## config.mk

```make
export PLATFORM = sky130hd
export DESIGN_NAME = speech_buffer
export DESIGN_NICKNAME = d
export VERILOG_FILES = /design/src/verilog/pitch_pkg.sv /design/src/verilog/speech_buffer.sv
export SDC_FILE = /design/constraint.sdc
export NUM_CORES = 2
export LEC_CHECK = 0
export BUFFER_PORTS_ARGS = -buffer_cell sky130_fd_sc_hd__buf_2
export CORE_MARGIN = 2
export CORE_UTILIZATION = 55
export CTS_CLUSTER_SIZE = 24
export DETAILED_ROUTE_END_ITERATION = 6
export GPL_TIMING_DRIVEN = 0
export PLACE_DENSITY_LB_ADDON = 0.1
export SLEW_MARGIN = 20
export SYNTH_ARGS = -nofsm -noshare
export SYNTH_HDL_FRONTEND = slang
export SYNTH_SLANG_ARGS = --single-unit
```

## constraint.sdc

```tcl
create_clock -name clk -period 2.96 [get_ports clk]
set_input_delay 0.148 -clock clk [delete_from_list [all_inputs] [get_ports clk]]
set_output_delay 0.148 -clock clk [all_outputs]
set_load 0.01 [all_outputs]
```

## src/verilog/pitch_pkg.sv

```systemverilog
package pitch_pkg;

	typedef logic signed [15:0] sample_t;
	typedef logic signed [31:0] acc_t;
	typedef logic [6:0] addr_t;
	typedef logic [6:0] lag_t;

	localparam int L_FRAME = 40;
	localparam int HIST_LEN = 60;	// also the largest legal lag
	localparam int BUF_DEPTH = HIST_LEN + L_FRAME;

	localparam acc_t MAX_32 = 32'sh7fff_ffff;
	localparam acc_t MIN_32 = 32'sh8000_0000;
	localparam sample_t MAX_16 = 16'sh7fff;

	// 1/sqrt table, entries 16..64 of the normalized input
	localparam sample_t INV_SQRT_TAB [49] = '{
		16'sd32767, 16'sd31790, 16'sd30894, 16'sd30070, 16'sd29309, 16'sd28602, 16'sd27945,
		16'sd27330, 16'sd26755, 16'sd26214, 16'sd25705, 16'sd25225, 16'sd24770, 16'sd24339,
		16'sd23930, 16'sd23541, 16'sd23170, 16'sd22817, 16'sd22479, 16'sd22155, 16'sd21845,
		16'sd21548, 16'sd21263, 16'sd20988, 16'sd20724, 16'sd20470, 16'sd20225, 16'sd19988,
		16'sd19760, 16'sd19539, 16'sd19326, 16'sd19119, 16'sd18919, 16'sd18725, 16'sd18536,
		16'sd18354, 16'sd18176, 16'sd18004, 16'sd17837, 16'sd17674, 16'sd17515, 16'sd17361,
		16'sd17211, 16'sd17064, 16'sd16921, 16'sd16782, 16'sd16646, 16'sd16514, 16'sd16384
	};

	////////////////////////////////////////////////////////////
	// saturating fractional operators

	function automatic acc_t l_mult(input sample_t a, input sample_t b);
		acc_t p;
		p = a * b;
		if (p == 32'sh4000_0000)	// -1 * -1
			return MAX_32;
		return p <<< 1;
	endfunction

	function automatic acc_t l_add(input acc_t a, input acc_t b);
		logic signed [32:0] s;
		s = a + b;
		if (s[32] != s[31])
			return s[32] ? MIN_32 : MAX_32;
		return s[31:0];
	endfunction

	function automatic acc_t l_sub(input acc_t a, input acc_t b);
		logic signed [32:0] s;
		s = a - b;
		if (s[32] != s[31])
			return s[32] ? MIN_32 : MAX_32;
		return s[31:0];
	endfunction

	function automatic acc_t l_mac(input acc_t acc, input sample_t a, input sample_t b);
		return l_add(acc, l_mult(a, b));
	endfunction

	// only -1 * -1 can overflow here
	function automatic sample_t mult(input sample_t a, input sample_t b);
		acc_t p;
		p = (a * b) >>> 15;
		if (p > 32'sd32767)
			return MAX_16;
		return p[15:0];
	endfunction

endpackage

```

## src/verilog/speech_buffer.sv

```systemverilog
module speech_buffer (
	input  logic               clk,
	input  logic               reset,
	input  logic               wr_en,
	input  pitch_pkg::addr_t   wr_addr,
	input  pitch_pkg::sample_t wr_data,
	input  pitch_pkg::addr_t   rd_addr_a,
	output pitch_pkg::sample_t rd_data_a,
	input  pitch_pkg::addr_t   rd_addr_b,
	output pitch_pkg::sample_t rd_data_b,
	input  logic               busy
);
	import pitch_pkg::*;

	// history at 0..59, frame at 60..99
	sample_t mem [BUF_DEPTH];

	always_ff @(posedge clk)
	begin
		if (wr_en)
		begin
			mem[wr_addr] <= wr_data;
		end
	end

	assign rd_data_a = mem[rd_addr_a];
	assign rd_data_b = mem[rd_addr_b];

	// buffer contents must stay put for the whole sweep
	no_write_while_busy: assert property (
		@(posedge clk) disable iff (reset)
		busy |-> !wr_en
	);

	wr_addr_in_range: assert property (
		@(posedge clk) disable iff (reset)
		wr_en |-> wr_addr < BUF_DEPTH
	);

endmodule

```

After elaboration in Yosys (flattened, before gate mapping)
Memories as Yosys holds them, arrays and structs flattened.
Index checks and enable logic that the tools add are counted.

word-level totals
  flip-flop bits (word level) = 0
  bits in latches = 0
  memory bits (writable) = 1,600
  memory bits (read-only) = 0
  bits of input ports = 41
  output and inout port bits = 32
  logic and storage cells = 3
  memories kept = 1

operators by class
  add/subtract/negate cells = 0
  multipliers = 0
  div/mod/pow operators = 0
  order comparisons = 0
  eq/ne operators = 0
  shifts and indexed selects = 0
  multiplexer cells = 2
  bitwise logic cells = 0
  reductions and logical operators = 0

memories
  memory  depth  width  rd ports  clocked after Yosys merged registers in  write ports  line                 text
  mem     100    16     2         0                                        1            speech_buffer.sv:16  sample_t mem [BUF_DEPTH];

operators by type and width
  cell    count
  $mux 1  2

Logic depth before layout (Yosys ltp)
  word-level depth = 2
  depth in mapped cells = 12
  depth with buffers taken out = 5

Worst setup path before layout
Ideal clock, no wire load.

  path kind = in2out
  start point = input rd_addr_a[0]
  end point = output rd_data_a[0]
  arrival time = 2,124 ps
  required time = 2,812 ps
  setup slack = 688 ps
  cell stages on the path = 9
  buffers on the path = 5
  path through = buf_6 -> buf_6 -> buf_8 -> buf_6 -> buf_2 -> mux4_2 -> mux2_2 -> o211ai_1 -> o2111ai_1

on the way
  longest elaborated chain between the ends = 1

ends and longest elaborated chain
  item            line                text
  from (decl)     speech_buffer.sv:7  input pitch_pkg::addr_t rd_addr_a,
  $mem_v2 100x16  -
  to (decl)       speech_buffer.sv:8  output pitch_pkg::sample_t rd_data_a,

Every way passes these cells.

==> impl_metrics.py <==
metrics = {
    "drt": {
        "drtAntennaViolNets": 0,
        "wirelength_um": 311000,
        "drcViolationCount": 4,
        "drt-pass1-iter-count": 7,
        "drt_iter0_drc": 9088,
        "vias": 46667,
        "wl_per_cell_um": 53.6,
        "viasPerCell": 8.05,
    },
    "cts": {
        "cts_tree": "done",
        "clockBufferDepth": 3,
        "root_buffer": "clkbuf_16",
        "clock-sinks": 1600,
        "clk_pin_slew_ns": 0.06,
        "cts_max_level": 4,
        "cts_made_buffers": 169,
    },
    "placement": {
        "gp_congestion": 1.21,
        "placed_cell_area_um2": 79300,
        "port_buffers": 60,
        "hpwl_um": 217000,
        "dp_slack_ns": -1.76,
        "dp_cells": 5437,
    },
    "yosys": {
        "synth-compound-area-share_pct": 3.08,
        "synth_ff_type": "edfxtp_1",
        "synth.area.mux_share_pct": 28.3,
        "ys_seq_area_share_pct": 64.7,
        "synthSimpleGateAreaFrac_pct": 1.84,
        "ys_seq_elements": 1600,
        "synth_cell_types": 54,
        "yosys_warnings": 0,
        "synthArstFlopShare_pct": 0,
        "synth_edf_count": 1600,
        "synth_nets": 3571,
        "synth_adder_area_share_pct": 0,
        "synthCells": 3530,
        "syn_area_per_cell_um2": 21.0,
        "synth_top_family_by_area": "multiplexers",
        "syn_area_um2": 74300,
        "synth-xor-area-share_pct": 0,
    },
    "critical_path": {
        "cp-start-kind": "flip-flop",
        "path_class": "reg -> out",
        "crit_start": "mem[21][11]",
        "worst_ep_arrival_time_ns": 3.64,
        "crit_required_ns": 2.81,
        "critPathMaxFanout": 2,
        "end_kind": "output port",
    },
    "run": {
        "cap_violations": 0,
    },
    "timing": {
        "period_minus_slack_ns": 3.78,
        "slew_violations": 0,
        "fmax_mhz": 264,
        "setup_viol_count_final": 32,
        "final_hold_viol_count": 0,
        "min_period_over_period_pct": 128,
        "finalWorstSetupSlack_ns": -0.823,
        "grt_setup_unrepaired": "true",
        "worstMarginPinSlew_ns": 1.29,
        "relSlewSlack_pct": 13.8,
        "tns_ns": -9.72,
    },
    "floorplanning": {
        "core-area_um2": 134000,
        "io_pins": 73,
        "initial_utilization_pct": 55.5,
        "fp.dieH_um": 371,
        "dieArea_um2": 138000,
        "rows": 134,
        "die_x_um": 371,
    },
    "outcome": {
        "status": "complete, but fails checks",
        "violations": "design-rule violations, negative setup slack",
    },
    "layout": {
        "final_common_cell": "edfxtp_1",
        "layout-drive-gt1-share_pct": 47.0,
        "largest_reg_flops": 1600,
        "fin_cells": 5798,
        "regMostFlops": "mem",
        "fin_nets": 3931,
        "areaGrowthSynthToFinish_pct": 19.3,
        "fin_util_pct": 66.2,
        "fin_area_um2": 88600,
        "final_cell_mix": "1,600 x edfxtp_1, 860 x mux4_2, 179 x clkbuf_16, 98 x nand2_1, 92 x nor2_4",
        "top_regs": "mem: 1600 flops",
    },
    "global_routing": {
        "overflow": 0,
        "antenna_found_initial": 16,
        "grt_pass1_wl_um": 409000,
        "grt_max_degree": 85,
        "first_global_vias": 45811,
        "track_usage_pct": 45.9,
    },
    "power_and_ir_drop": {
        "power_density_nw_per_um2": 592,
        "vdd_drop_max_uv": 643,
        "leakagePower_nw": 27.6,
    },
    "worst_hold_path": {
        "hold_start": "wr_en",
        "worstHoldPathType": "in -> reg",
    },
}
==> synth_stat cells (31+ instances only) <==
cell type	number	share of area (%)
clkbuf_1	114	0.58
o21ai_0	31	0.21
buf_4	46	0.46
a22oi_1	66	0.67
a211oi_1	32	0.32
o22ai_1	44	0.37
nand2_1	112	0.57
mux4_2	859	26
edfxtp_1	1600	65
buf_2	71	0.48
nor2_1	111	0.56
mux2i_1	144	1.9
==> layout make-up <==
cell class / instances / area (um2)
Antenna cell: 7 / 17.5
Inverter: 5 / 18.8
Clock inverter: 96 / 870
Sequential cell: 1600 / 48000
Fill cell: 8660 / 45200
Tap cell: 1768 / 2210
Clock buffer: 208 / 4550
Buffer: 277 / 2740
Timing Repair Buffer: 191 / 2600
Multi-Input combinational cell: 1646 / 27600
==> through the flow <==
step                      hold WS (ns)  power, W
final                           0.0483    0.0525
after detailed placement         0.516    0.0306
after global routing            0.0885    0.0531
after CTS                       0.0273    0.0519
after global placement            1.02    0.0304
after floorplan                  0.247    0.0280
==> power breakdown <==
part           leakage, nW  switching, W  internal [W]
Combinational         10.5       0.00389       0.00221
Clock                 2.66       0.00918        0.0122
Sequential            14.4     0.0000394        0.0250
Total                 27.6        0.0131        0.0394
==> critical path, cell delays in order, from the launching register on <==
cell and delay (ns):
edfxtp_1 0.39, mux4_4 0.62, mux4_2 0.56, and2_4 0.21, a2111oi_4 0.68, a211oi_4 0.13, buf_2 0.21
==> path summary, 6_finish.rpt <==
check	depth (start not counted)	endpoint	slack [ns]
setup / recovery	6	rd_data_a[11]	-0.82
hold / removal	3	mem[81][3]	0.05
==> kinds of logic after synthesis <==
group / after synthesis
buffers and inverters: 284
multiplexers: 1019
flip-flops: 1600
AND/OR/NAND/NOR: 309
AO/OA/AOI/OAI: 318
==> layer usage <==
metal	vias up	wire (um)	share of wire [%]	global-route usage [%]
met5	-	247	0.079	0
met3	1159	44000	14	15.5
met1	24523	98200	32	56.4
met2	4626	135000	44	66.3
li1	16353	-	-	-
met4	6	32900	11	37.7
==> timing repair <==
item,4_1_cts,5_1_grt
hold buffers,18,0
endpoints found under the hold margin,729,0
endpoints found under the setup margin,32,32
gates resized for setup,639,147
pin swaps,54,40
buffers inserted,17,17
Note: power is estimated with default switching activity, not from simulation.
