`config.mk`:
```
export PLATFORM = sky130hd
export DESIGN_NAME = cor_normalizer
export DESIGN_NICKNAME = d
export VERILOG_FILES = /design/src/verilog/pitch_pkg.sv /design/src/verilog/cor_normalizer.sv
export SDC_FILE = /design/constraint.sdc
export NUM_CORES = 2
export LEC_CHECK = 0
export CORE_ASPECT_RATIO = 0.7
export CORE_MARGIN = 2
export CORE_UTILIZATION = 35
export DETAILED_ROUTE_END_ITERATION = 12
export DONT_BUFFER_PORTS = 1
export GPL_TIMING_DRIVEN = 0
export MAX_ROUTING_LAYER = met4
export PLACE_DENSITY = 0.58
export SLEW_MARGIN = 20
export SYNTH_ARGS = -nofsm -noshare
export SYNTH_HDL_FRONTEND = slang
export SYNTH_SLANG_ARGS = --single-unit
```
`constraint.sdc`:
```
create_clock -name clk -period 26.9 [get_ports clk]
set_clock_uncertainty 0.2 [all_clocks]
set_input_delay 4.035 -clock clk [delete_from_list [all_inputs] [get_ports clk]]
set_output_delay 4.035 -clock clk [all_outputs]
set_load 0.02 [all_outputs]
```
`src/verilog/pitch_pkg.sv`:
```
package pitch_pkg;

	typedef logic signed [15:0] sample_t;
	typedef logic signed [31:0] acc_t;
	typedef logic [6:0] addr_t;
	typedef logic [6:0] lag_t;

	localparam int L_FRAME = 40;
	localparam int HIST_LEN = 60;	// also the largest legal lag
	localparam int BUF_DEPTH = HIST_LEN + L_FRAME;

	localparam acc_t MAX_32 = 32'sh7fff_ffff;
	localparam acc_t MIN_32 = 32'sh8000_0000;
	localparam sample_t MAX_16 = 16'sh7fff;

	// 1/sqrt table, entries 16..64 of the normalized input
	localparam sample_t INV_SQRT_TAB [49] = '{
		16'sd32767, 16'sd31790, 16'sd30894, 16'sd30070, 16'sd29309, 16'sd28602, 16'sd27945,
		16'sd27330, 16'sd26755, 16'sd26214, 16'sd25705, 16'sd25225, 16'sd24770, 16'sd24339,
		16'sd23930, 16'sd23541, 16'sd23170, 16'sd22817, 16'sd22479, 16'sd22155, 16'sd21845,
		16'sd21548, 16'sd21263, 16'sd20988, 16'sd20724, 16'sd20470, 16'sd20225, 16'sd19988,
		16'sd19760, 16'sd19539, 16'sd19326, 16'sd19119, 16'sd18919, 16'sd18725, 16'sd18536,
		16'sd18354, 16'sd18176, 16'sd18004, 16'sd17837, 16'sd17674, 16'sd17515, 16'sd17361,
		16'sd17211, 16'sd17064, 16'sd16921, 16'sd16782, 16'sd16646, 16'sd16514, 16'sd16384
	};

	////////////////////////////////////////////////////////////
	// saturating fractional operators

	function automatic acc_t l_mult(input sample_t a, input sample_t b);
		acc_t p;
		p = a * b;
		if (p == 32'sh4000_0000)	// -1 * -1
			return MAX_32;
		return p <<< 1;
	endfunction

	function automatic acc_t l_add(input acc_t a, input acc_t b);
		logic signed [32:0] s;
		s = a + b;
		if (s[32] != s[31])
			return s[32] ? MIN_32 : MAX_32;
		return s[31:0];
	endfunction

	function automatic acc_t l_sub(input acc_t a, input acc_t b);
		logic signed [32:0] s;
		s = a - b;
		if (s[32] != s[31])
			return s[32] ? MIN_32 : MAX_32;
		return s[31:0];
	endfunction

	function automatic acc_t l_mac(input acc_t acc, input sample_t a, input sample_t b);
		return l_add(acc, l_mult(a, b));
	endfunction

	// only -1 * -1 can overflow here
	function automatic sample_t mult(input sample_t a, input sample_t b);
		acc_t p;
		p = (a * b) >>> 15;
		if (p > 32'sd32767)
			return MAX_16;
		return p[15:0];
	endfunction

endpackage

```
`src/verilog/cor_normalizer.sv`:
```
module cor_normalizer (
	input  logic               clk,
	input  logic               reset,
	input  logic               inv_valid,
	input  pitch_pkg::acc_t    inv_in,
	input  pitch_pkg::lag_t    lag_in,
	input  pitch_pkg::acc_t    corr_in,
	output logic               done,
	output pitch_pkg::lag_t    p_max,
	output pitch_pkg::sample_t cor_max
);
	import pitch_pkg::*;

	sample_t max_h;
	sample_t max_l;
	sample_t ener_h;
	sample_t ener_l;
	lag_t lag_q;
	logic split_valid;
	acc_t prod;

	// low half in the split double format, 15 bits of weight
	function automatic sample_t low_half(input acc_t v);
		acc_t t;
		t = l_sub(v >>> 1, l_mult(v[31:16], 16'sd16384));
		return t[15:0];
	endfunction

	// hi*hi plus both cross terms, hi of corr first
	assign prod = l_mac(l_mac(l_mult(max_h, ener_h), mult(max_h, ener_l), 16'sd1),
		mult(max_l, ener_h), 16'sd1);

	always_ff @(posedge clk)
	begin
		if (reset)
		begin
			split_valid <= 1'b0;
			done <= 1'b0;
			p_max <= '0;
			cor_max <= '0;
		end
		else
		begin
			split_valid <= inv_valid;
			done <= split_valid;
			if (inv_valid)
			begin
				max_h <= corr_in[31:16];
				max_l <= low_half(corr_in);
				ener_h <= inv_in[31:16];
				ener_l <= low_half(inv_in);
				lag_q <= lag_in;
			end
			if (split_valid)
			begin
				p_max <= lag_q;
				cor_max <= prod[15:0];
			end
		end
	end

endmodule

```
; Word level (Yosys, flattened, before mapping)
; Index checks and enable logic that the tools add are counted.
[classes]
addsub = 4
mul = 3
n_div = 0
order_cmp = 2
eq_ne = 9
shift = 0
n_mux = 49
bitwise = 1
n_reduce_logical = 1
[ops]
columns = operator, count
row1 = 32-bit two-way mux, 17
row2 = 16-bit two-way mux, 13
row3 = 16-bit by 16-bit multiplier with 32-bit output, 3
row4 = 32-bit by 32-bit adder with 33-bit output, 2
row5 = 31-bit by 32-bit subtractor with 33-bit output, 2
row6 = 16-bit by 32-bit equality test with 1-bit output (second input constant), 2
row7 = 16-bit by 18-bit equality test with 1-bit output (second input constant), 2
row8 = 17-bit by 16-bit greater-than comparator with 1-bit output (second input constant), 2
row9 = 32-bit equality test (second input constant), 1
row10 = 1-bit two-way mux, 19
row11 = 1-bit inequality test, 4
row12 = 2-bit AND reduction, 1
row13 = 1-bit inverter, 1
[word_totals]
ff_bits = 96
latchBits = 0
ramBits = 0
rom_bits = 0
out_inout_bits = 24
elab_cells = 78
mem_count = 0

; Logic depth before layout (Yosys ltp)
[depth]
ltp_word = 15
ltp_mapped = 66
mapped_depth_nobuf = 57

; Least setup slack after synthesis
; No wires, ideal clock.
[synth_timing]
path_kind = reg-to-reg
start = register max_h[15]
end = register cor_max[10]
setup_time_ps = 91
arrival_time_ps = 13971
t_required_ps = 26609
path_slack_ps = 12638
stages_incl_launch_ff = 64
path_buffers = 10
path_cell_list = edfxtp_1 > clkbuf_1 > nand2_1 > inv_1 > fa_1 > fa_1 > inv_1 > fa_1 > fa_1 > fa_1 > fa_1 > inv_1 > ha_1 > buf_2 > a21oi_1 > nand2_1 > o311ai_2 > nand2_1 > (+28 left out) > ha_1 > fa_1 > a21o_1 > a21oi_1 > o21bai_1 > a21oi_1 > o21bai_1 > a21oi_1 > o21bai_1 > a2111oi_0 > nor3b_1 > nor3_1 > o21ai_0 > xnor2_1 > clkbuf_1 > clkbuf_1 > nand2_1 > a311oi_1
[synth_between]
elab_chain_cells = 15
word_cells_on_any_way = 23
cone_classes = add/sub (2) / mul (2) / order compare (1) / eq/ne (4) / mux (14)
[synth_rtl]
columns = element, line_no
row1 = from (decl), cor_normalizer.sv:14  ; sample_t max_h;
row2 = from (signal assigned), cor_normalizer.sv:48  ; max_h <= corr_in[31:16];
row3 = 16-bit by 16-bit multiplier with 32-bit output, pitch_pkg.sv:61  ; p = (a * b) >>> 15;
row4 = 17-bit by 16-bit greater-than comparator with 1-bit output, pitch_pkg.sv:62  ; if (p > 32'sd32767)
row5 = 1-bit two-way mux, pitch_pkg.sv:62
row6 = 16-bit two-way mux, pitch_pkg.sv:64  ; return p[15:0];
row7 = 16-bit by 32-bit equality test with 1-bit output, pitch_pkg.sv:33  ; if (p == 32'sh4000_0000)
row8 = 1-bit two-way mux, pitch_pkg.sv:33
row9 = 32-bit two-way mux, pitch_pkg.sv:35  ; return p <<< 1;
row10 = 32-bit by 32-bit adder with 33-bit output *, pitch_pkg.sv:40  ; s = a + b;
row11 = 32-bit two-way mux or 1-bit inequality test (tied branches), "pitch_pkg.sv:42, pitch_pkg.sv:41"
row12 = 32-bit two-way mux or 1-bit two-way mux (tied branches), pitch_pkg.sv:41  ; if (s[32] != s[31])
row13 = 32-bit two-way mux *, pitch_pkg.sv:43  ; return s[31:0];
row14 = 32-bit by 32-bit adder with 33-bit output *, pitch_pkg.sv:40
row15 = 16-bit two-way mux or 1-bit inequality test (tied branches), "pitch_pkg.sv:42, pitch_pkg.sv:41"
row16 = 16-bit two-way mux or 1-bit two-way mux (tied branches), pitch_pkg.sv:41
row17 = 16-bit two-way mux *, pitch_pkg.sv:43
row18 = to (signal assigned), cor_normalizer.sv:57  ; cor_max <= prod[15:0];
row19 = to (decl), cor_normalizer.sv:10  ; output pitch_pkg::sample_t cor_max
; Every way passes the cells marked *; elsewhere a longest branch is shown, timed or not. The select of a mux whose other input is x is not followed.
; A chain may end at the register's enable or synchronous reset.

; Worst setup path after layout
[layout_timing]
start = register ener_h[4]
end = register cor_max[8]
[layout_between]
elab_chain_cells = 12
word_cells_on_any_way = 23
cone_classes = add/sub (2) / mul (2) / order compare (1) / eq/ne (4) / mux (14)
[layout_rtl]
columns = element, line_no
row1 = from (decl), cor_normalizer.sv:16  ; sample_t ener_h;
row2 = from (signal assigned), cor_normalizer.sv:50  ; ener_h <= inv_in[31:16];
row3 = 16-bit by 16-bit multiplier with 32-bit output, pitch_pkg.sv:32  ; p = a * b;
row4 = 32-bit equality test, pitch_pkg.sv:33
row5 = 1-bit two-way mux, pitch_pkg.sv:33
row6 = 32-bit two-way mux, pitch_pkg.sv:35
row7 = 32-bit by 32-bit adder with 33-bit output, pitch_pkg.sv:40
row8 = 32-bit two-way mux or 1-bit inequality test (tied branches), "pitch_pkg.sv:42, pitch_pkg.sv:41"
row9 = 32-bit two-way mux or 1-bit two-way mux (tied branches), pitch_pkg.sv:41
row10 = 32-bit two-way mux, pitch_pkg.sv:43
row11 = 32-bit by 32-bit adder with 33-bit output *, pitch_pkg.sv:40
row12 = 16-bit two-way mux or 1-bit inequality test (tied branches), "pitch_pkg.sv:42, pitch_pkg.sv:41"
row13 = 16-bit two-way mux or 1-bit two-way mux (tied branches), pitch_pkg.sv:41
row14 = 16-bit two-way mux *, pitch_pkg.sv:43
; Marks and branches as above.

==> key figures <==
Logic synthesis
  – Netlist Area Pre-Place: 36000 µm²
  – Seq/Total Area, Yosys: 7.30%
  – Share of synthesized registers carrying an async set or reset: 0%
  – Synth unique cells: around 90
  – Synthesized area per cell: about 9.1 µm²
  – Post-Syn Instances: a little under 4000
  – Synth area leader: fa_1
  – Top FF cell, synth: edfxtp_1
  – Post-synth EDFFs: 71
  – Top-count cell post-synth: inv_1
  – Syn. warnings: 0
  – Most area-consuming cells after synthesis: fa_1, ha_1, inv_1
  – Yosys reg bits: 96
  – Synth cell count leaders: inv_1, fa_1, nand2_1, and2_1, ha_1
  – Synth top area share: 43.6%

Floorplan
  – Io pins: just under 100
  – Die width: 388 µm
  – Rows: 98
  – Die ar.: 106000 µm²
  – Die Y: 273 µm
  – Core Region: 102000 µm²
  – Starting Density: a little over a third

Global routing
  – Number of global-route vias before repair: 28200
  – Initial antenna violation count: 17
  – Largest net degree at the start of global routing: 25
  – GR Util All Layers: 22.2%
  – Grt ovf: 0
  – First-pass GRT wire length: between 150 and 200 mm

Clock network
  – # Post-CTS Setup Buffers: 0
  – Clk slew on worst S/H paths: 0.08 ns
  – Clock root cell: clkbuf_16
  – CTS sink cnt: 96
  – Post-CTS resize count: 0
  – Worst-Skew Late Latency: 0.41 ns
  – Bufs on Longest Clock Path: 2
  – H-tree depth: 3
  – Hold_buf cts: 0
  – CTS tree: yes
  – CTS buffer count: 9

Timing
  – Fmax: 55.0 MHz
  – Setup TNS: 0 ns
  – Slew @ Worst Pin: 1.21 ns
  – Slew Viols, Final: 0
  – Slew headroom: 19.6%
  – Fin crit period: about 18 ns
  – Final setup fails: 0
  – Fin. Hold Viols: 0
  – RSZ-0062 raised after global routing: no
  – Final Cycle Share: 67.6%
  – Hold slack: 0.287 ns

Setup path
  – Reg2reg setup slack: 8.71 ns
  – Slowest stage delay, CP: 0.83 ns
  – CP max-delay cell: clkbuf_1
  – RR Startpoint: ener_h[4]
  – Worst Setup Path Type: flip-flop to flip-flop
  – Crit path top cell by count: fa_1
  – Arrival @ worst endpoint: 18.29 ns
  – CP startpoint: ener_h[4]
  – Worst Path Required: 27.00 ns
  – Startpoint types: flip-flop
  – R2r endpoint: cor_max[8]
  – Critical Path End Type: flip-flop
  – CP Capture Point: cor_max[8]
  – Worst R2R Path Depth: 63
  – Max FO, Critical Path: 10

Hold path
  – Hold depth: 2
  – Hold Crit Class: flip-flop to flip-flop

Detailed routing
  – Vias per inst: 4.98
  – Post-DRT Antenna Nets: 0
  – DR vias: 26600
  – WL final: 109 mm
  – Drc violations: 0
  – Routed wire per std cell: 20.5 µm
  – First drt pass iteration count: 8
  – 1st-iter DRT viols: approximately 2300

Cells and area
  – Fraction of layout cells with a size suffix above 1: 2.46%
  – Nets: 5138
  – P&R area growth vs syn: 5.82%

Placed design
  – Post-DP HPWL: 93.3 mm
  – PortBufs: 0
  – Placer Congestion: 0.959

Run
  – Max Cap Viol: 0

Run status
  – Outcome: completed
## area by class of cell
type | instances | area, µm²
fill | 10500 | 64000
multi-input combinational | 2805 | 29400
inverter | 893 | 3350
sequential | 96 | 2630
tap | 1350 | 1690
buffer | 169 | 657
clock buffer | 9 | 225
timing repair buffer | 4 | 67.6
clock inverter | 7 | 58.8
antenna | 7 | 17.5
## kinds of logic after synthesis
logic type               count (synthesis)  share of synthesized area, %
AND/OR/NAND/NOR                       1180                          16.8
AO/OA/AOI/OAI                          383                          7.05
multiplexers                            13                         0.364
adder cells (fa/ha/maj)               1090                          54.2
buffers and inverters                 1062                          11.1
XOR/XNOR                               131                          3.20
flip-flops                              96                          7.30
other                                    2                        0.0208
## sequential cells by signal, summed over array words and instances, names as in the netlist
signal / flops
p_max: 7
split_valid: 1
ener_l: 16
done: 1
max_h: 16
ener_h: 16
max_l: 16
cor_max: 16
lag_q: 7
## critical path, delay by kind of cell (launching register included)
family,cells,cell delay (ns)
AO/OA/AOI/OAI,24,6.12
XOR/XNOR,1,0.23
adder cells (fa/ha/maj),11,4.56
buffers and inverters,14,4.03
flip-flops,1,0.63
AND/OR/NAND/NOR,13,2.33
## stage by stage
step	setup WS [ns]	util (%)	instances	cell area (µm²)
finish	8.71	37.3	5340	38100
global route	7.45	37.3	5337	38100
CTS	8.98	37.3	5333	38100
detailed placement	9.04	37.1	5317	37800
global placement	9.24	37.0	5313	37800
floorplan	12.64	-	3963	36100
## layer usage
layer  track usage (%)  vias up  wire (µm)
met5                 -        -          0
met4              4.16        0       1950
met3              6.66      107      12400
met2              31.3      998      44700
met1              31.4    13500      50200
li1                  -    12000          -
## layout by cell type, fill, tap and decap left out, drive strengths merged, types with 8 or more instances in the layout
master    n
inv     898
nand2   430
o21ai    96
nand4    20
edfxtp   71
buf      18
xnor2    93
o21bai   19
a311oi   18
nor2    115
a21boi    8
a31oi    14
mux2i    12
nand3    32
o31ai     8
fa      786
nor4      8
conb      8
and3     10
o211ai   10
a21oi    93
clkbuf  164
a211oi   15
nand2b   71
or2      36
dfxtp    25
xor2     38
a21o     38
and2    387
o21a     18
nor3     25
ha      300
nor2b    17
## worst min-delay path by stage
| stage | startpoint | endpoint | slack (ns) |
|---|---|---|---|
| 4_1_cts | lag_q[0] | p_max[0] | 0.29 |
| 3_3_place_gp | lag_q[5] | p_max[5] | 0.26 |
| 2_1_floorplan | lag_q[0] | p_max[0] | 0.26 |
| 5_1_grt | lag_q[6] | p_max[6] | 0.33 |
| 6_report | lag_q[0] | p_max[0] | 0.29 |
| 3_5_place_dp | lag_q[3] | p_max[3] | 0.27 |
Power is left out: the tool's default activity adds up to more than one toggle a clock period on the data nets, which glitch-free logic cannot reach.
