--- config.mk ---
export PLATFORM = sky130hd
export DESIGN_NAME = lag_correlator
export DESIGN_NICKNAME = d
export VERILOG_FILES = /design/src/verilog/pitch_pkg.sv /design/src/verilog/lag_correlator.sv
export SDC_FILE = /design/constraint.sdc
export NUM_CORES = 1
export LEC_CHECK = 0
export BUFFER_PORTS_ARGS = -buffer_cell sky130_fd_sc_hd__buf_2
export CAP_MARGIN = 20
export CORE_MARGIN = 2
export CORE_UTILIZATION = 40
export CTS_BUF_LIST = sky130_fd_sc_hd__clkbuf_4
export DETAILED_ROUTE_END_ITERATION = 12
export GPL_ROUTABILITY_DRIVEN = 0
export HOLD_SLACK_MARGIN = 0.06
export SYNTH_ARGS = -nofsm -noshare
export SYNTH_HDL_FRONTEND = slang
export SYNTH_SLANG_ARGS = --single-unit
--- constraint.sdc ---
create_clock -name clk -period 11.35 [get_ports clk]
set_input_delay 0.5675 -clock clk [delete_from_list [all_inputs] [get_ports clk]]
set_output_delay 0.5675 -clock clk [all_outputs]
set_load 0.05 [all_outputs]
--- src/verilog/pitch_pkg.sv ---
package pitch_pkg;

	typedef logic signed [15:0] sample_t;
	typedef logic signed [31:0] acc_t;
	typedef logic [6:0] addr_t;
	typedef logic [6:0] lag_t;

	localparam int L_FRAME = 40;
	localparam int HIST_LEN = 60;	// also the largest legal lag
	localparam int BUF_DEPTH = HIST_LEN + L_FRAME;

	localparam acc_t MAX_32 = 32'sh7fff_ffff;
	localparam acc_t MIN_32 = 32'sh8000_0000;
	localparam sample_t MAX_16 = 16'sh7fff;

	// 1/sqrt table, entries 16..64 of the normalized input
	localparam sample_t INV_SQRT_TAB [49] = '{
		16'sd32767, 16'sd31790, 16'sd30894, 16'sd30070, 16'sd29309, 16'sd28602, 16'sd27945,
		16'sd27330, 16'sd26755, 16'sd26214, 16'sd25705, 16'sd25225, 16'sd24770, 16'sd24339,
		16'sd23930, 16'sd23541, 16'sd23170, 16'sd22817, 16'sd22479, 16'sd22155, 16'sd21845,
		16'sd21548, 16'sd21263, 16'sd20988, 16'sd20724, 16'sd20470, 16'sd20225, 16'sd19988,
		16'sd19760, 16'sd19539, 16'sd19326, 16'sd19119, 16'sd18919, 16'sd18725, 16'sd18536,
		16'sd18354, 16'sd18176, 16'sd18004, 16'sd17837, 16'sd17674, 16'sd17515, 16'sd17361,
		16'sd17211, 16'sd17064, 16'sd16921, 16'sd16782, 16'sd16646, 16'sd16514, 16'sd16384
	};

	////////////////////////////////////////////////////////////
	// saturating fractional operators

	function automatic acc_t l_mult(input sample_t a, input sample_t b);
		acc_t p;
		p = a * b;
		if (p == 32'sh4000_0000)	// -1 * -1
			return MAX_32;
		return p <<< 1;
	endfunction

	function automatic acc_t l_add(input acc_t a, input acc_t b);
		logic signed [32:0] s;
		s = a + b;
		if (s[32] != s[31])
			return s[32] ? MIN_32 : MAX_32;
		return s[31:0];
	endfunction

	function automatic acc_t l_sub(input acc_t a, input acc_t b);
		logic signed [32:0] s;
		s = a - b;
		if (s[32] != s[31])
			return s[32] ? MIN_32 : MAX_32;
		return s[31:0];
	endfunction

	function automatic acc_t l_mac(input acc_t acc, input sample_t a, input sample_t b);
		return l_add(acc, l_mult(a, b));
	endfunction

	// only -1 * -1 can overflow here
	function automatic sample_t mult(input sample_t a, input sample_t b);
		acc_t p;
		p = (a * b) >>> 15;
		if (p > 32'sd32767)
			return MAX_16;
		return p[15:0];
	endfunction

endpackage

--- src/verilog/lag_correlator.sv ---
module lag_correlator (
	input  logic               clk,
	input  logic               reset,
	input  logic               start,
	input  pitch_pkg::lag_t    lag_min,
	input  pitch_pkg::lag_t    lag_max,
	output pitch_pkg::addr_t   rd_addr_a,
	input  pitch_pkg::sample_t rd_data_a,
	output pitch_pkg::addr_t   rd_addr_b,
	input  pitch_pkg::sample_t rd_data_b,
	output logic               busy,
	output logic               corr_valid,
	output pitch_pkg::acc_t    corr,
	output pitch_pkg::lag_t    corr_lag,
	output logic               sweep_done
);
	import pitch_pkg::*;

	typedef enum logic [1:0] {
		IDLE,
		ACCUMULATE,
		EMIT,
		FINISH
	} state_t;

	state_t state;
	lag_t lag;
	lag_t lag_lo;
	lag_t j;	// sample index within the frame
	acc_t acc;

	always_ff @(posedge clk)
	begin
		if (reset)
		begin
			state <= IDLE;
			lag <= '0;
			lag_lo <= '0;
			j <= '0;
		end
		else
		begin
			case (state)
				IDLE:
				begin
					if (start)
					begin
						lag <= lag_max;
						lag_lo <= lag_min;
						j <= '0;
						acc <= '0;
						state <= ACCUMULATE;
					end
				end
				ACCUMULATE:
				begin
					acc <= l_mac(acc, rd_data_a, rd_data_b);
					j <= j + 1'b1;
					if (j == lag_t'(L_FRAME - 1))
						state <= EMIT;
				end
				EMIT:
				begin
					j <= '0;
					acc <= '0;
					lag <= lag - 1'b1;	// sweep runs downward
					if (lag == lag_lo)
						state <= FINISH;
					else
						state <= ACCUMULATE;
				end
				default:
				begin
					state <= IDLE;
				end
			endcase
		end
	end

	// frame sample j and its delayed partner
	assign rd_addr_a = addr_t'(HIST_LEN + j);
	assign rd_addr_b = addr_t'(HIST_LEN + j - lag);

	assign busy = (state != IDLE);
	assign corr_valid = (state == EMIT);
	assign corr = acc;
	assign corr_lag = lag;
	assign sweep_done = (state == FINISH);

	lag_range_legal: assert property (
		@(posedge clk) disable iff (reset)
		(start && state == IDLE) |->
			(lag_min <= lag_max && lag_min >= 1 && lag_max <= HIST_LEN)
	);

endmodule

# After elaboration in Yosys (flattened, before gate mapping)
# Cells that the tools add are included.
word_totals:
  register_bits: 55
  in_bits: 49
op_classes:
  add_sub_neg: 5
  multipliers: 1
  eq_ne: 9
  mux: 23
  bitwise_logic: 1
  reduce_logical: 9
op_table:
  columns: ["op", "count"]
  rows:
  - ["32-bit two-way mux", 8]
  - ["32-bit one-hot mux with 3 select lines", 1]
  - ["32-bit by 32-bit adder with 33-bit output", 1]
  - ["32-bit equality test, second input constant", 1]
  - ["16-bit by 16-bit multiplier with 32-bit output", 1]
  - ["7-bit one-hot mux with 3 select lines", 1]
  - ["7-bit two-way mux", 2]
  - ["7-bit one-hot mux with 2 select lines", 1]
  - ["2-bit AND reduction", 4]
  - ["6-bit by 7-bit adder with 7-bit output, first input constant", 1]
  - ["7-bit by 1-bit adder with 7-bit output, second input constant", 1]
  - ["7-bit by 6-bit equality test with 1-bit output, second input constant", 1]
  - ["7-bit equality test", 1]
  - ["7-bit by 1-bit subtractor with 7-bit output, second input constant", 1]
  - ["7-bit subtractor", 1]
  - ["1-bit two-way mux", 6]
  - ["2-bit two-way mux", 3]
  - ["2-bit one-hot mux with 3 select lines", 1]
  - ["2-bit equality test, second input constant", 2]
  - ["2-bit inequality test, second input constant", 2]
  - ["2-bit nonzero test", 2]
  - ["3-bit AND reduction", 1]
  - ["3-bit nonzero test", 1]
  - ["2-bit by 1-bit equality test with 1-bit output, second input constant", 1]
  - ["other kinds (3)", 3]

# Depth between registers and ports, before layout
depth:
  depth_word: 15
  mapped_depth: 39
  depth_no_buf: 33

# Worst setup path before layout
# OpenSTA, ideal clock, no wires.
synth_timing:
  path_type: "input -> register"
  from: "input port rd_data_a[15]"
  to: "register acc[24], in the netlist corr[24] (data pin)"
  setup_ns: 0.265
  t_arrival_ns: 9.062
  required_time_ns: 11.085
  slack_ns: 2.023
  path_stages: 36
  path_buffers: 6
  path_cell_list: "clkbuf_1 -> nand2_1 -> fa_1 -> inv_1 -> fa_1 -> fa_1 -> fa_1 -> fa_1 -> inv_1 -> fa_1 -> inv_1 -> ha_1 -> clkbuf_1 -> a21o_1 -> a211oi_1 -> a211o_1 -> nand3_1 -> a211oi_1 -> nand2_1 -> nor4_1 -> nand4b_1 -> buf_4 -> buf_6 -> nand2_1 -> ha_1 -> and3_1 -> and3_2 -> a31o_2 -> a211o_1 -> a221o_1 -> a41oi_2 -> mux2i_1 -> nand2b_1 -> buf_4 -> buf_4 -> o21ai_0"
synth_between:
  elab_chain_cells: 15
synth_lines:
  columns: ["item", "line", "text"]
  rows:
  - ["from (decl)", "lag_correlator.sv:8", "input pitch_pkg::sample_t rd_data_a,"]
  - ["16-bit by 16-bit multiplier with 32-bit output (*)", "pitch_pkg.sv:32", "p = a * b;"]
  - ["32-bit equality test", "pitch_pkg.sv:33", "if (p == 32'sh4000_0000)"]
  - ["1-bit two-way mux", "pitch_pkg.sv:33", null]
  - ["1-bit two-way mux", "lag_correlator.sv:43", "case (state)"]
  - ["1-bit two-way mux", "lag_correlator.sv:34", "if (reset)"]
  - ["32-bit two-way mux (*)", "pitch_pkg.sv:35", "return p <<< 1;"]
  - ["32-bit two-way mux (*)", "lag_correlator.sv:43", null]
  - ["32-bit two-way mux (*)", "lag_correlator.sv:34", null]
  - ["32-bit by 32-bit adder with 33-bit output (*)", "pitch_pkg.sv:40", "s = a + b;"]
  - ["1-bit inequality test", "pitch_pkg.sv:41", "if (s[32] != s[31])"]
  - ["1-bit two-way mux", "pitch_pkg.sv:41", null]
  - ["1-bit two-way mux", "lag_correlator.sv:43", null]
  - ["1-bit two-way mux", "lag_correlator.sv:34", null]
  - ["32-bit two-way mux (*)", "pitch_pkg.sv:43", "return s[31:0];"]
  - ["32-bit one-hot mux with 3 select lines (*)", "lag_correlator.sv:43", null]
  - ["to (signal assigned)", "lag_correlator.sv:57", "acc <= l_mac(acc, rd_data_a, rd_data_b);"]
  - ["to (decl)", "lag_correlator.sv:30", "acc_t acc;"]
# Mark *: on every way between the ends. The rest lies on a longest branch, timed or not. The select of a mux whose other input is x is not followed.
# A chain may end at the register's enable or synchronous reset.

# Worst setup path after layout
layout_timing:
  from: "input port rd_data_b[2]"
  to: "register acc[23], in the netlist corr[23] (data pin)"
layout_between:
  elab_chain_cells: 15
layout_lines:
  columns: ["item", "line", "text"]
  rows:
  - ["from (decl)", "lag_correlator.sv:10", "input pitch_pkg::sample_t rd_data_b,"]
  - ["16-bit by 16-bit multiplier with 32-bit output (*)", "pitch_pkg.sv:32", null]
  - ["32-bit equality test", "pitch_pkg.sv:33", null]
  - ["1-bit two-way mux", "pitch_pkg.sv:33", null]
  - ["1-bit two-way mux", "lag_correlator.sv:43", null]
  - ["1-bit two-way mux", "lag_correlator.sv:34", null]
  - ["32-bit two-way mux (*)", "pitch_pkg.sv:35", null]
  - ["32-bit two-way mux (*)", "lag_correlator.sv:43", null]
  - ["32-bit two-way mux (*)", "lag_correlator.sv:34", null]
  - ["32-bit by 32-bit adder with 33-bit output (*)", "pitch_pkg.sv:40", null]
  - ["1-bit inequality test", "pitch_pkg.sv:41", null]
  - ["1-bit two-way mux", "pitch_pkg.sv:41", null]
  - ["1-bit two-way mux", "lag_correlator.sv:43", null]
  - ["1-bit two-way mux", "lag_correlator.sv:34", null]
  - ["32-bit two-way mux (*)", "pitch_pkg.sv:43", null]
  - ["32-bit one-hot mux with 3 select lines (*)", "lag_correlator.sv:43", null]
# Marks and branches as above.

==> metrics.txt <==
largest net degree at the start of global routing 33; crit-path max cell delay 860 ps; Via Count 11900; CTS tree yes; worst clock skew 27.4 ps; Hold Path Class in2reg; antenna violations before repair 0; DRC viols 0; Vias/cell 5.36; Area growth, synth to finish 6.40%; Die ar. 0.0389 sq mm; Fin. Hold Viols 0; first-iteration detailed-routing DRC count 693; WL/cell 16.7 microns; dpl hpwl 30.6 mm; CP Class in2reg; status complete, no violations; Post-Syn Area 0.0149 sq mm; r2r startpoint corr[0]; total grt overflow 0; Synth Net Count 2127; Antenna Nets Post-Route 0; Final setup viols 0; Hold Startpoint lag_min[6]; CP Capture Type flop; max cap viols 0; most frequently used flop master after synthesis edfxtp_1; Skew-Pair Late Insertion Delay 420 ps; number of setup buffers added after CTS 0; CTS root buffer clkbuf_4; fmax 95.6 MHz; Async SR Flop Fraction 0; number of H-tree levels 2; worst-path fanout max 21; Num CTS Buffers 5; chip width 197 microns; first-pass GRT wire length 62.1 mm; port bufs 104; Worst Hold Depth 3; synth warn 0; drt first pass iters 7; final worst-path cycle share 0.922; Reg2Reg Depth 12; clk sinks 55; CP Buf/Inv Count 7; crit path time final 10470 ps; cell mode on critical path fa_1; flop-to-flop setup slack 7440 ps; starting density of the core 0.407; Die Y 197 microns; Max clock buf depth 2; setup_tns 0 ps; Ports 105; total track usage 0.195; slowest stage cell, crit path fa_1; ratio of cells with drive above 1 in the final layout 0.0832; RSZ-0062 raised after global routing false; EDFF count, synth 32; cts hold-fix bufs 0; RR Endpoint corr[23]; delay-heaviest family, CP adder cells; row cnt 70; Endpoint, Worst Hold lag_lo[6]; most common cell after layout, fill and taps aside inv_1; CP Launch Type input pin; Distinct cells, synth 81; Mapped Cells 1689; pins over their slew limit 0; final core utilization 0.433; synthesized flop and latch total 55; most frequent cells in the layout inv_1, fa_1, nand2_1; Worst-Margin Slew 818 ps; Seq/Total Area, Yosys 0.0952; Slew headroom 0.449; crit path DAT 10610 ps; Net count, final 2179; vias in the first global route 12300; Worst-path clk slew 160 ps; final wirelength 36.9 mm; Synth Area per Inst 8.84 sq um; CP required 11500 ps; Core ar. 0.0367 sq mm
cells in the mapped netlist, drive strengths merged (5+ instances only):
cell    count  share of area
nor2b       7         0.0029
a211oi     12         0.0064
nor3       29          0.010
nor4       11         0.0056
xnor2      46          0.027
o21a       17         0.0086
mux2i       6         0.0040
or3         5         0.0021
nand3      29          0.011
nand4      14         0.0063
edfxtp     32          0.064
nand2b     24          0.010
a21oi      82          0.028
a31oi       8         0.0038
buf        17         0.0086
ha        125           0.10
clkbuf     48          0.012
inv       265          0.067
nor2       75          0.019
o211ai     10         0.0050
nand2     197          0.050
a21o       25          0.013
and2      136          0.057
fa        264           0.35
nor3b       5         0.0025
o21bai     10         0.0050
dfxtp      23          0.031
o31ai       7         0.0035
o21ai      67          0.023
and3       14         0.0060
xor2       19          0.011
cell type report:
cell class,instances,area [sq um]
Fill cell,3681,20800
Multi-Input combinational cell,1304,12200
Sequential cell,55,1420
Inverter,265,995
Tap cell,468,586
Timing Repair Buffer,110,566
Clock inverter,2,60.1
Clock buffer,6,45.0
Antenna cell,1,2.50
metrics by stage:
| stage | worst slack (ps) | hold slack (ps) | instance area [sq um] | std cells |
|---|---|---|---|---|
| 2_1_floorplan | 2020 | 449 | 14900 | 1689 |
| 3_3_place_gp | 452 | 457 | 15800 | 2202 |
| 3_5_place_dp | 147 | 463 | 15800 | 2202 |
| 4_1_cts | 590 | 361 | 15900 | 2210 |
| 5_1_grt | 84.6 | 367 | 15900 | 2210 |
| 6_report | 885 | 386 | 15900 | 2211 |
state kept, by name, summed over array words and instances, names as in the netlist:
signal	flops
lag_lo	7
corr	32
j	7
corr_lag	7
state	2
kinds of logic (layout without fill, tap and decap cells):
logic type / count (synthesis) / after routing / synth area share
AND/OR/NAND/NOR: 563 / 563 / 0.191
AO/OA/AOI/OAI: 278 / 278 / 0.122
buffers and inverters: 330 / 383 / 0.0874
flip-flops: 55 / 55 / 0.0952
multiplexers: 8 / 8 / 0.00553
other: 0 / 1 / 0
adder cells (fa/ha/maj): 389 / 389 / 0.459
XOR/XNOR: 66 / 66 / 0.0397
timing repair:
item,in CTS,in global routing
resized for setup,0,1
endpoints found under the hold margin,0,0
endpoints found under the setup margin,0,28
worst max-delay path by stage:
stage / start / cells after the start / slack [ps] / endpoint
after floorplan: rd_data_a[15] / 36 / 2020 / corr[24]
final: rd_data_b[2] / 33 / 880 / corr[23]
after global routing: rd_data_a[10] / 34 / 80 / corr[14]
after detailed placement: rd_data_b[2] / 31 / 150 / corr[18]
after CTS: rd_data_b[2] / 31 / 590 / corr[26]
after global placement: rd_data_a[10] / 32 / 450 / corr[14]
tightest hold or removal path, stage by stage:
cell and delay (ps):
buf_2 100, nand2_1 50, a21oi_1 50
routing by layer:
| layer | vias up | global-route usage | routed length, microns | share of wire |
|---|---|---|---|---|
| met3 | 32 | 0.0186 | 1490 | 0.040 |
| met5 | - | 0 | 0 | 0 |
| li1 | 5576 | - | - | - |
| met1 | 5965 | 0.257 | 16100 | 0.44 |
| met2 | 278 | 0.356 | 18800 | 0.51 |
| met4 | 0 | 0.0259 | 444 | 0.012 |
Power is not shown: default switching activity piles up to over one toggle a cycle in this logic, so the estimate is an artifact.
