## src/verilog/pitch_pkg.sv

```systemverilog
package pitch_pkg;

	typedef logic signed [15:0] sample_t;
	typedef logic signed [31:0] acc_t;
	typedef logic [6:0] addr_t;
	typedef logic [6:0] lag_t;

	localparam int L_FRAME = 40;
	localparam int HIST_LEN = 60;	// also the largest legal lag
	localparam int BUF_DEPTH = HIST_LEN + L_FRAME;

	localparam acc_t MAX_32 = 32'sh7fff_ffff;
	localparam acc_t MIN_32 = 32'sh8000_0000;
	localparam sample_t MAX_16 = 16'sh7fff;

	// 1/sqrt table, entries 16..64 of the normalized input
	localparam sample_t INV_SQRT_TAB [49] = '{
		16'sd32767, 16'sd31790, 16'sd30894, 16'sd30070, 16'sd29309, 16'sd28602, 16'sd27945,
		16'sd27330, 16'sd26755, 16'sd26214, 16'sd25705, 16'sd25225, 16'sd24770, 16'sd24339,
		16'sd23930, 16'sd23541, 16'sd23170, 16'sd22817, 16'sd22479, 16'sd22155, 16'sd21845,
		16'sd21548, 16'sd21263, 16'sd20988, 16'sd20724, 16'sd20470, 16'sd20225, 16'sd19988,
		16'sd19760, 16'sd19539, 16'sd19326, 16'sd19119, 16'sd18919, 16'sd18725, 16'sd18536,
		16'sd18354, 16'sd18176, 16'sd18004, 16'sd17837, 16'sd17674, 16'sd17515, 16'sd17361,
		16'sd17211, 16'sd17064, 16'sd16921, 16'sd16782, 16'sd16646, 16'sd16514, 16'sd16384
	};

	////////////////////////////////////////////////////////////
	// saturating fractional operators

	function automatic acc_t l_mult(input sample_t a, input sample_t b);
		acc_t p;
		p = a * b;
		if (p == 32'sh4000_0000)	// -1 * -1
			return MAX_32;
		return p <<< 1;
	endfunction

	function automatic acc_t l_add(input acc_t a, input acc_t b);
		logic signed [32:0] s;
		s = a + b;
		if (s[32] != s[31])
			return s[32] ? MIN_32 : MAX_32;
		return s[31:0];
	endfunction

	function automatic acc_t l_sub(input acc_t a, input acc_t b);
		logic signed [32:0] s;
		s = a - b;
		if (s[32] != s[31])
			return s[32] ? MIN_32 : MAX_32;
		return s[31:0];
	endfunction

	function automatic acc_t l_mac(input acc_t acc, input sample_t a, input sample_t b);
		return l_add(acc, l_mult(a, b));
	endfunction

	// only -1 * -1 can overflow here
	function automatic sample_t mult(input sample_t a, input sample_t b);
		acc_t p;
		p = (a * b) >>> 15;
		if (p > 32'sd32767)
			return MAX_16;
		return p[15:0];
	endfunction

endpackage

```

## src/verilog/lag_energy.sv

```systemverilog
module lag_energy (
	input  logic               clk,
	input  logic               reset,
	input  logic               peak_valid,
	input  pitch_pkg::lag_t    best_lag,
	input  pitch_pkg::acc_t    best_corr,
	output pitch_pkg::addr_t   rd_addr,
	input  pitch_pkg::sample_t rd_data,
	output logic               energy_valid,
	output pitch_pkg::acc_t    energy,
	output pitch_pkg::lag_t    lag_out,
	output pitch_pkg::acc_t    corr_out
);
	import pitch_pkg::*;

	logic run;
	lag_t j;
	lag_t lag;
	acc_t acc;
	acc_t corr_q;

	always_ff @(posedge clk)
	begin
		if (reset)
		begin
			run <= 1'b0;
			energy_valid <= 1'b0;
			j <= '0;
		end
		else
		begin
			energy_valid <= 1'b0;
			if (peak_valid)
			begin
				run <= 1'b1;
				j <= '0;
				acc <= '0;
				lag <= best_lag;
				corr_q <= best_corr;
			end
			else if (run)
			begin
				acc <= l_mac(acc, rd_data, rd_data);	// square of delayed sample
				j <= j + 1'b1;
				if (j == lag_t'(L_FRAME - 1))
				begin
					run <= 1'b0;
					energy_valid <= 1'b1;
				end
			end
		end
	end

	assign rd_addr = addr_t'(HIST_LEN + j - lag);
	assign energy = acc;
	assign lag_out = lag;
	assign corr_out = corr_q;

endmodule

```

## config.mk

```make
export PLATFORM = sky130hd
export DESIGN_NAME = lag_energy
export DESIGN_NICKNAME = d
export VERILOG_FILES = /design/src/verilog/pitch_pkg.sv /design/src/verilog/lag_energy.sv
export SDC_FILE = /design/constraint.sdc
export NUM_CORES = 1
export LEC_CHECK = 0
export ABC_AREA = 1
export BUFFER_PORTS_ARGS = -buffer_cell sky130_fd_sc_hd__buf_2
export CORE_ASPECT_RATIO = 0.8
export CORE_MARGIN = 3
export CORE_UTILIZATION = 60
export CTS_CLUSTER_DIAMETER = 150
export DETAILED_ROUTE_END_ITERATION = 8
export PLACE_DENSITY = 0.8
export SYNTH_ARGS = -nofsm -noshare
export SYNTH_HDL_FRONTEND = slang
export SYNTH_SLANG_ARGS = --single-unit
```

## constraint.sdc

```tcl
create_clock -name clk -period 19.32 [get_ports clk]
set_input_delay 1.932 -clock clk [delete_from_list [all_inputs] [get_ports clk]]
set_output_delay 1.932 -clock clk [all_outputs]
set_load 0.03 [all_outputs]
```

# Word level (Yosys, flattened, before mapping)

Index checks and enable logic that the tools add are counted.

Register bits after elaboration: 80
Output and inout bits: 79
Logic and storage cells: 42

$add $sub $neg: 4
Multipliers: 1
Equality and inequality tests: 3
Multiplexer cells: 21
Bitwise operators: 2
Reductions and logical operators: 5

Operators by type and width:

| kind                                                | number |
|---|---|
| two-way mux 32 bit                                  | 9 |
| adder 32 x 32 -> 33 bit                             | 1 |
| equality test 32 bit, second input constant         | 1 |
| multiplier 16 x 16 -> 32 bit                        | 1 |
| two-way mux 1 bit                                   | 12 |
| adder 6 x 7 -> 7 bit, first input constant          | 1 |
| adder 7 x 1 -> 7 bit, second input constant         | 1 |
| equality test 7 x 6 -> 1 bit, second input constant | 1 |
| subtractor 7 bit                                    | 1 |
| AND reduction 2 bit                                 | 2 |
| OR reduction 3 bit                                  | 1 |
| inverter 1 bit                                      | 2 |
| nonzero test 2 bit                                  | 1 |
| OR reduction 2 bit                                  | 1 |
| != test 1 bit                                       | 1 |

# Longest topological paths before layout

Gate-level depths: netlist (run 1).

Word-level depth: 18
Gate-level depth with buffers: 48

# Worst setup path after synthesis (run 1)

OpenSTA, ideal clock, no wires.

Kind: input to register
From: in rd_data[15]
To: reg acc[21] (netlist: energy[21]) (data pin)
Setup time: 0.270 ns
Arrival: 9.597 ns
Data required time: 19.050 ns
Setup slack: 9.452 ns
Stages: 43
Path buffers: 4
Path through: clkbuf_1 > clkbuf_1 > nand2_1 > fa_1 > inv_1 > fa_1 > inv_1 > fa_1 > inv_1 > fa_1 > inv_1 > fa_1 > fa_1 > inv_1 > ha_1 > inv_1 > nor3_1 > nand2_1 > [7 not listed] > nand2_1 > nor2_1 > nand3_2 > buf_6 > nand2_1 > ha_1 > a21oi_1 > o21a_1 > nand2_1 > a21oi_1 > o21ai_2 > nand4_1 > nand3_1 > nand2_1 > nand2_1 > buf_4 > nand2_1 > a21oi_1

Cells in the longest elaborated chain, start to end: 18
Elaborated cells between the ends (all ways): 20
Classes of those cells: add/sub: 1; mul: 1; eq/ne: 2; mux: 16

Ends and longest elaborated chain:

| element                        | line             | text |
|---|---|---|
| from (decl)                    | lag_energy.sv:8  | `input pitch_pkg::sample_t rd_data,` |
| multiplier 16 x 16 -> 32 bit * | pitch_pkg.sv:32  | `p = a * b;` |
| equality test 32 bit           | pitch_pkg.sv:33  | `if (p == 32'sh4000_0000)` |
| two-way mux 1 bit              | pitch_pkg.sv:33  |  |
| two-way mux 1 bit              | lag_energy.sv:41 | `else if (run)` |
| two-way mux 1 bit              | lag_energy.sv:33 | `if (peak_valid)` |
| two-way mux 1 bit              | lag_energy.sv:24 | `if (reset)` |
| two-way mux 32 bit *           | pitch_pkg.sv:35  | `return p <<< 1;` |
| two-way mux 32 bit *           | lag_energy.sv:41 |  |
| [2 not listed]                 | n/a              |  |
| adder 32 x 32 -> 33 bit *      | pitch_pkg.sv:40  | `s = a + b;` |
| != test 1 bit                  | pitch_pkg.sv:41  | `if (s[32] != s[31])` |
| two-way mux 1 bit              | pitch_pkg.sv:41  |  |
| two-way mux 1 bit              | lag_energy.sv:41 |  |
| two-way mux 1 bit              | lag_energy.sv:33 |  |
| two-way mux 1 bit              | lag_energy.sv:24 |  |
| two-way mux 32 bit *           | pitch_pkg.sv:43  | `return s[31:0];` |
| two-way mux 32 bit *           | lag_energy.sv:41 |  |
| to (signal assigned)           | lag_energy.sv:43 | `acc <= l_mac(acc, rd_data, rd_data);` |
| to (decl)                      | lag_energy.sv:19 | `acc_t acc;` |

Every way passes the cells marked *; elsewhere a longest branch is shown, timed or not. The select of a mux whose other input is x is not followed.
A chain may end at the register's enable or synchronous reset.

# Final worst setup path (run 1)

From: in rd_data[2]
To: reg acc[8] (netlist: energy[8]) (data pin)

The elaborated chain is that of the path after synthesis.

==> flow_metrics.env, run 1 <==
export IMPL_status="finished clean"
export IMPL_synth_area_leader_cell="fa_1"
export IMPL_start_kind="primary input"
export IMPL_reg2reg_slack_ns=15.84
export IMPL_critical_path_arrival_ns=11.43
export IMPL_cts_tree="done"
export IMPL_drive_above_1_share=0.0958
export IMPL_htreeDepth=3
export IMPL_async_flop_share=0
export IMPL_cp_required_ns=19.47
export IMPL_final_nets=2316
export IMPL_drtAntennaViolNets=0
export IMPL_syn_nets=2214
export IMPL_post_cts_resized=0
export IMPL_cp_common_cell="nand2_1"
export IMPL_synth_ff_type="edfxtp_1"
export IMPL_avgSynthCellArea_sq_um=8.13
export IMPL_n_fill_cell=1907
export IMPL_initial_core_util=0.616
export IMPL_maxSlewHeadroom=0.187
export IMPL_hpwl_um=30100
export IMPL_critPathMaxStageDelay_ns=0.88
export IMPL_dr_total_vias=11700
export IMPL_drtIter0Drc=1054
export IMPL_syn_area_sq_um=14600
export IMPL_crit_fanout=31
export IMPL_clk_path_buf_depth=2
export IMPL_ioPinCount=137
export IMPL_finalCriticalPeriod_ns=11.28
export IMPL_antenna_found_initial=0
export IMPL_finalClockSkew_ns=0.00787
export IMPL_cp_end_kind="flip-flop"
export IMPL_synthTopCellsByArea="fa_1 (33%), edfxtp_1 (15%), inv_1 (12%)"
export IMPL_ys_seq_elements=80
export IMPL_tightest_slew_ns=1.22
export IMPL_grt_pass1_wl_um=60900
export IMPL_fp_dieH_um=145
export IMPL_routedWlPerCell_um=15.9
export IMPL_diodes=0
export IMPL_maxCapViolCount=0
export IMPL_tns_ns=0
export IMPL_cts_buffers=9
export IMPL_wl_met1_um=15800
export IMPL_rr_startpoint="energy[0]"
export IMPL_top_layer_used="met4"
export IMPL_holdPathStages=2
export IMPL_areaGrowthSynthToFinish_pct=8.52
export IMPL_num_rows=50
export IMPL_dr_wl_met2_um=16300
export IMPL_regToRegEndpoint="energy[8]"
export IMPL_synth_top_cell_area_share=0.330
export IMPL_hold_viol=0
export IMPL_clock_latency_ns=0.34
export IMPL_rr_worst_depth=15
export IMPL_rsz0062_at_grt="no"
export IMPL_die_w_um=180
export IMPL_hp_class="reg2reg"
export IMPL_place_gp_congestion=1.04
export IMPL_synth_cells=1792
export IMPL_cts_num_sinks=80
export IMPL_postCtsSetupBuffers=0
export IMPL_track_usage=0.280
export IMPL_ys_seq_area_frac=0.159
export IMPL_grt_pass1_vias=12500
export IMPL_vias_per_cell=5.31
export IMPL_coreArea_sq_um=23600
export IMPL_clkTransAtPathRegs_ns=0.07
export IMPL_io_buffers=136
export IMPL_setup_viol=0
export IMPL_ys_warn_count=0
export IMPL_min_to="j[5]"
export IMPL_fmax_ghz=0.0886
export IMPL_final_util=0.669
export IMPL_synthDistinctLibCells=42
export IMPL_finalMaxSlewViolations=0
export IMPL_period_share=0.584
export IMPL_drc=0
export IMPL_dr_wl_met3_um=2670
export IMPL_cp_slowest_cell="fa_1"
export IMPL_die_area_sq_um=26200
export IMPL_grt_ovfl_total=0
export IMPL_first_pass_iters=5
export IMPL_min_delay_start="j[4]"
export IMPL_cts_hold_buf=0
export IMPL_crit_type="in2reg"
export IMPL_synth_edf_count=71
export IMPL_grt_max_degree=40
export IMPL_root_buffer="clkbuf_16"
export IMPL_drt_wl_total_um=35200
[layout by cell type, fill, tap and decap left out, types with 2 or more instances in the layout]
master,netlist,layout
ha_1,124,124
a21oi_1,91,90
nor2_1,105,104
and2_1,4,4
o21ai_1,2,2
nand3_1,60,60
xnor2_1,14,14
xor2_1,44,44
or2_2,2,2
nor2_2,3,3
inv_8,0,3
o21bai_1,6,6
o21ai_0,30,30
a21o_1,10,10
inv_2,8,8
nand2_1,405,405
a31oi_1,4,4
o21ai_2,2,2
nor4_1,3,3
inv_1,450,450
a211oi_1,2,2
a221oi_1,2,2
buf_2,3,136
fa_1,240,240
bufinv_16,0,3
nand3b_1,3,3
nor3_1,11,11
o21a_1,2,2
nand4_1,20,20
clkbuf_16,0,9
dfxtp_1,9,9
nand2_2,6,6
o2111ai_1,2,2
a21oi_2,6,6
edfxtp_1,71,71
[metal layers]
layer / vias to the layer above / global-route usage
met1: 5627 / 0.407
met4: 0 / 0.0518
li1: 5618 / -
met5: - / 0
met3: 45 / 0.0452
met2: 441 / 0.453
[how the worst max path moves through the flow]
stage	startpoint	endpoint	slack, ns
after floorplan	rd_data[15]	energy[21]	9.45
after global placement	rd_data[15]	energy[23]	8.07
after detailed placement	rd_data[2]	energy[16]	7.71
after CTS	rd_data[2]	energy[18]	8.01
after global routing	rd_data[1]	energy[2]	6.95
final	rd_data[2]	energy[8]	8.04
[critical path: cells and delay by family]
kind	cells	cell delay, ns
AOI/OAI and AO/OA	3	0.97
buffers and inverters	8	0.96
adders and majority gates	8	4.21
and+or+nand+nor	21	3.34
[cell families after synthesis]
kind of cell             synth area share
AND/OR/NAND/NOR                     0.175
adder cells (fa/ha/maj)             0.436
flip-flops                          0.159
XOR/XNOR                           0.0349
AO/OA/AOI/OAI                      0.0629
buffers and inverters               0.132
[area by class of cell]
cell class | count | area, sq um | share of cell area
Clock buffer | 9 | 225 | 0.0142
Clock inverter | 7 | 133 | 0.00839
Multi-Input combinational cell | 1209 | 10400 | 0.655
Tap cell | 312 | 390 | 0.0247
Sequential cell | 80 | 2310 | 0.146
Timing Repair Buffer | 136 | 681 | 0.0430
Inverter | 458 | 1720 | 0.109
[flip-flops by register name, indices dropped and copies added, names as in the netlist]
name and count:
run 1, energy 32, energy_valid 1, corr_out 32, lag_out 7, j 7
[synth_stat cells (all sizes together), types with 11 or more instances]
library cell,count
a21oi,97
buf,12
clkbuf,33
edfxtp,71
fa,240
ha,124
inv,458
nand2,411
nand3,61
nand4,20
nor2,108
nor3,11
o21ai,34
xnor2,14
xor2,44
[metrics by stage]
stage	hold WS (ns)	instance area [sq um]	setup WS, ns	cells
after floorplan	0.454	14600	9.45	1792
after global placement	0.485	15500	8.07	2195
after detailed placement	0.495	15500	7.71	2195
after CTS	0.505	15800	8.01	2211
after global routing	0.538	15800	6.95	2211
final	0.504	15800	8.04	2211
Power of run 1 is left out: the tool's default activity adds up to more than one toggle a clock period on the data nets, which glitch-free logic cannot reach.
==> run 2: changes to the inputs <==
==> constraint.sdc (replaced) <==
create_clock -name clk -period 11.3 [get_ports clk]
set_input_delay 1.13 -clock clk [delete_from_list [all_inputs] [get_ports clk]]
set_output_delay 1.13 -clock clk [all_outputs]
set_load 0.03 [all_outputs]
==> flow_metrics.env, run 2 (synthesis results as in run 1) <==
export IMPL_num_rows=50
export IMPL_hold_viol=0
export IMPL_place_gp_congestion=1.05
export IMPL_maxCapViolCount=0
export IMPL_cp_required_ns=11.49
export IMPL_grt_pass1_vias=12300
export IMPL_diodes=0
export IMPL_hpwl_um=29400
export IMPL_start_kind="primary input"
export IMPL_period_share=0.884
export IMPL_crit_type="in2reg"
export IMPL_grt_ovfl_total=0
export IMPL_routedWlPerCell_um=15.6
export IMPL_drtIter0Drc=911
export IMPL_fmax_ghz=0.100
export IMPL_status="finished clean"
export IMPL_clk_path_buf_depth=2
export IMPL_hp_class="reg2reg"
export IMPL_regArea_sq_um=2310
export IMPL_drtAntennaViolNets=0
export IMPL_grt_max_degree=40
export IMPL_drc=0
export IMPL_dr_total_vias=11700
export IMPL_mostFrequentLayoutCell="inv_1"
export IMPL_vias_per_cell=5.28
export IMPL_cp_end_kind="flip-flop"
export IMPL_postCtsSetupBuffers=0
export IMPL_cp_common_cell="nand2_1"
export IMPL_final_util=0.668
export IMPL_cts_num_sinks=80
export IMPL_critPathMaxStageDelay_ns=0.89
export IMPL_crit_fanout=30
export IMPL_die_w_um=180
export IMPL_placed_area_sq_um=15500
export IMPL_track_usage=0.274
export IMPL_coreArea_sq_um=23600
export IMPL_multi_input_area_sq_um=10400
export IMPL_n_fill_cell=2001
export IMPL_critical_path_arrival_ns=10.17
export IMPL_final_cell_mix="inv_1 (450), nand2_1 (404), fa_1 (240), buf_2 (136), ha_1 (124)"
export IMPL_tns_ns=0
export IMPL_clock_latency_ns=0.34
export IMPL_root_buffer="clkbuf_16"
export IMPL_initial_core_util=0.616
export IMPL_placed_cells=2196
export IMPL_tightest_slew_ns=1.04
export IMPL_postLayoutCellArea_sq_um=15800
export IMPL_drive_above_1_share=0.0968
export IMPL_first_pass_iters=5
export IMPL_finalNonFillerCells=2212
export IMPL_ioPinCount=137
export IMPL_areaGrowthSynthToFinish_pct=8.42
export IMPL_cp_slowest_cell="fa_1"
export IMPL_maxSlewHeadroom=0.302
export IMPL_antenna_found_initial=0
export IMPL_finalMaxSlewViolations=0
export IMPL_finalCriticalPeriod_ns=9.98
export IMPL_htreeDepth=3
export IMPL_cts_tree="done"
export IMPL_rsz0062_at_grt="no"
export IMPL_io_buffers=136
export IMPL_final_nets=2317
export IMPL_drt_wl_total_um=34400
export IMPL_clkTransAtPathRegs_ns=0.07
export IMPL_die_area_sq_um=26200
export IMPL_setup_viol=0
export IMPL_grt_pass1_wl_um=59500
export IMPL_finalClockSkew_ns=0.0119
export IMPL_cts_buffers=9
export IMPL_fp_dieH_um=145
-- run 2: path summary, 6_finish.rpt --
path / start / end / slack, ns / cells after the start
worst min register to register: j[4] / j[5] / 0.51 / 2
worst max register to register: energy[0] / energy[1] / 8.19 / 15
worst min-delay path: j[4] / j[5] / 0.51 / 2
worst max-delay path: rd_data[2] / energy[1] / 1.32 / 41
-- run 2: layout make-up --
class,instances,share of cell area
clock buffers,9,0.0143
clock inverters,7,0.00689
inverters,458,0.109
multi-input cells,1209,0.655
flip-flops and latches,80,0.146
well taps,312,0.0247
repair buffers,137,0.0436
-- run 2: through the flow --
stage	setup slack [ns]	hold WS (ns)
6_report	1.32	0.507
5_1_grt	0.357	0.534
4_1_cts	0.967	0.507
3_5_place_dp	0.748	0.497
3_3_place_gp	0.986	0.486
2_1_floorplan	2.23	0.454
-- run 2: what timing repair did --
item,in CTS,in global routing
setup endpoints to repair,0,1
gates resized for setup,0,1
hold buffers,0,0
-- run 2: metal layers --
metal	GRT usage	vias up	part of all wire
li1	-	5624	-
met1	0.406	5589	0.45
met2	0.435	424	0.46
met3	0.0467	45	0.074
met4	0.0545	0	0.016
met5	0	-	0
-- run 2: worst max-delay path, delay by kind of cell --
family	cells	cell delay (ns)
buf+inv	8	0.93
simple gates	20	2.76
compound gates	5	1.07
fa+ha+maj	8	4.23
Power of run 2 is left out for the same reason.
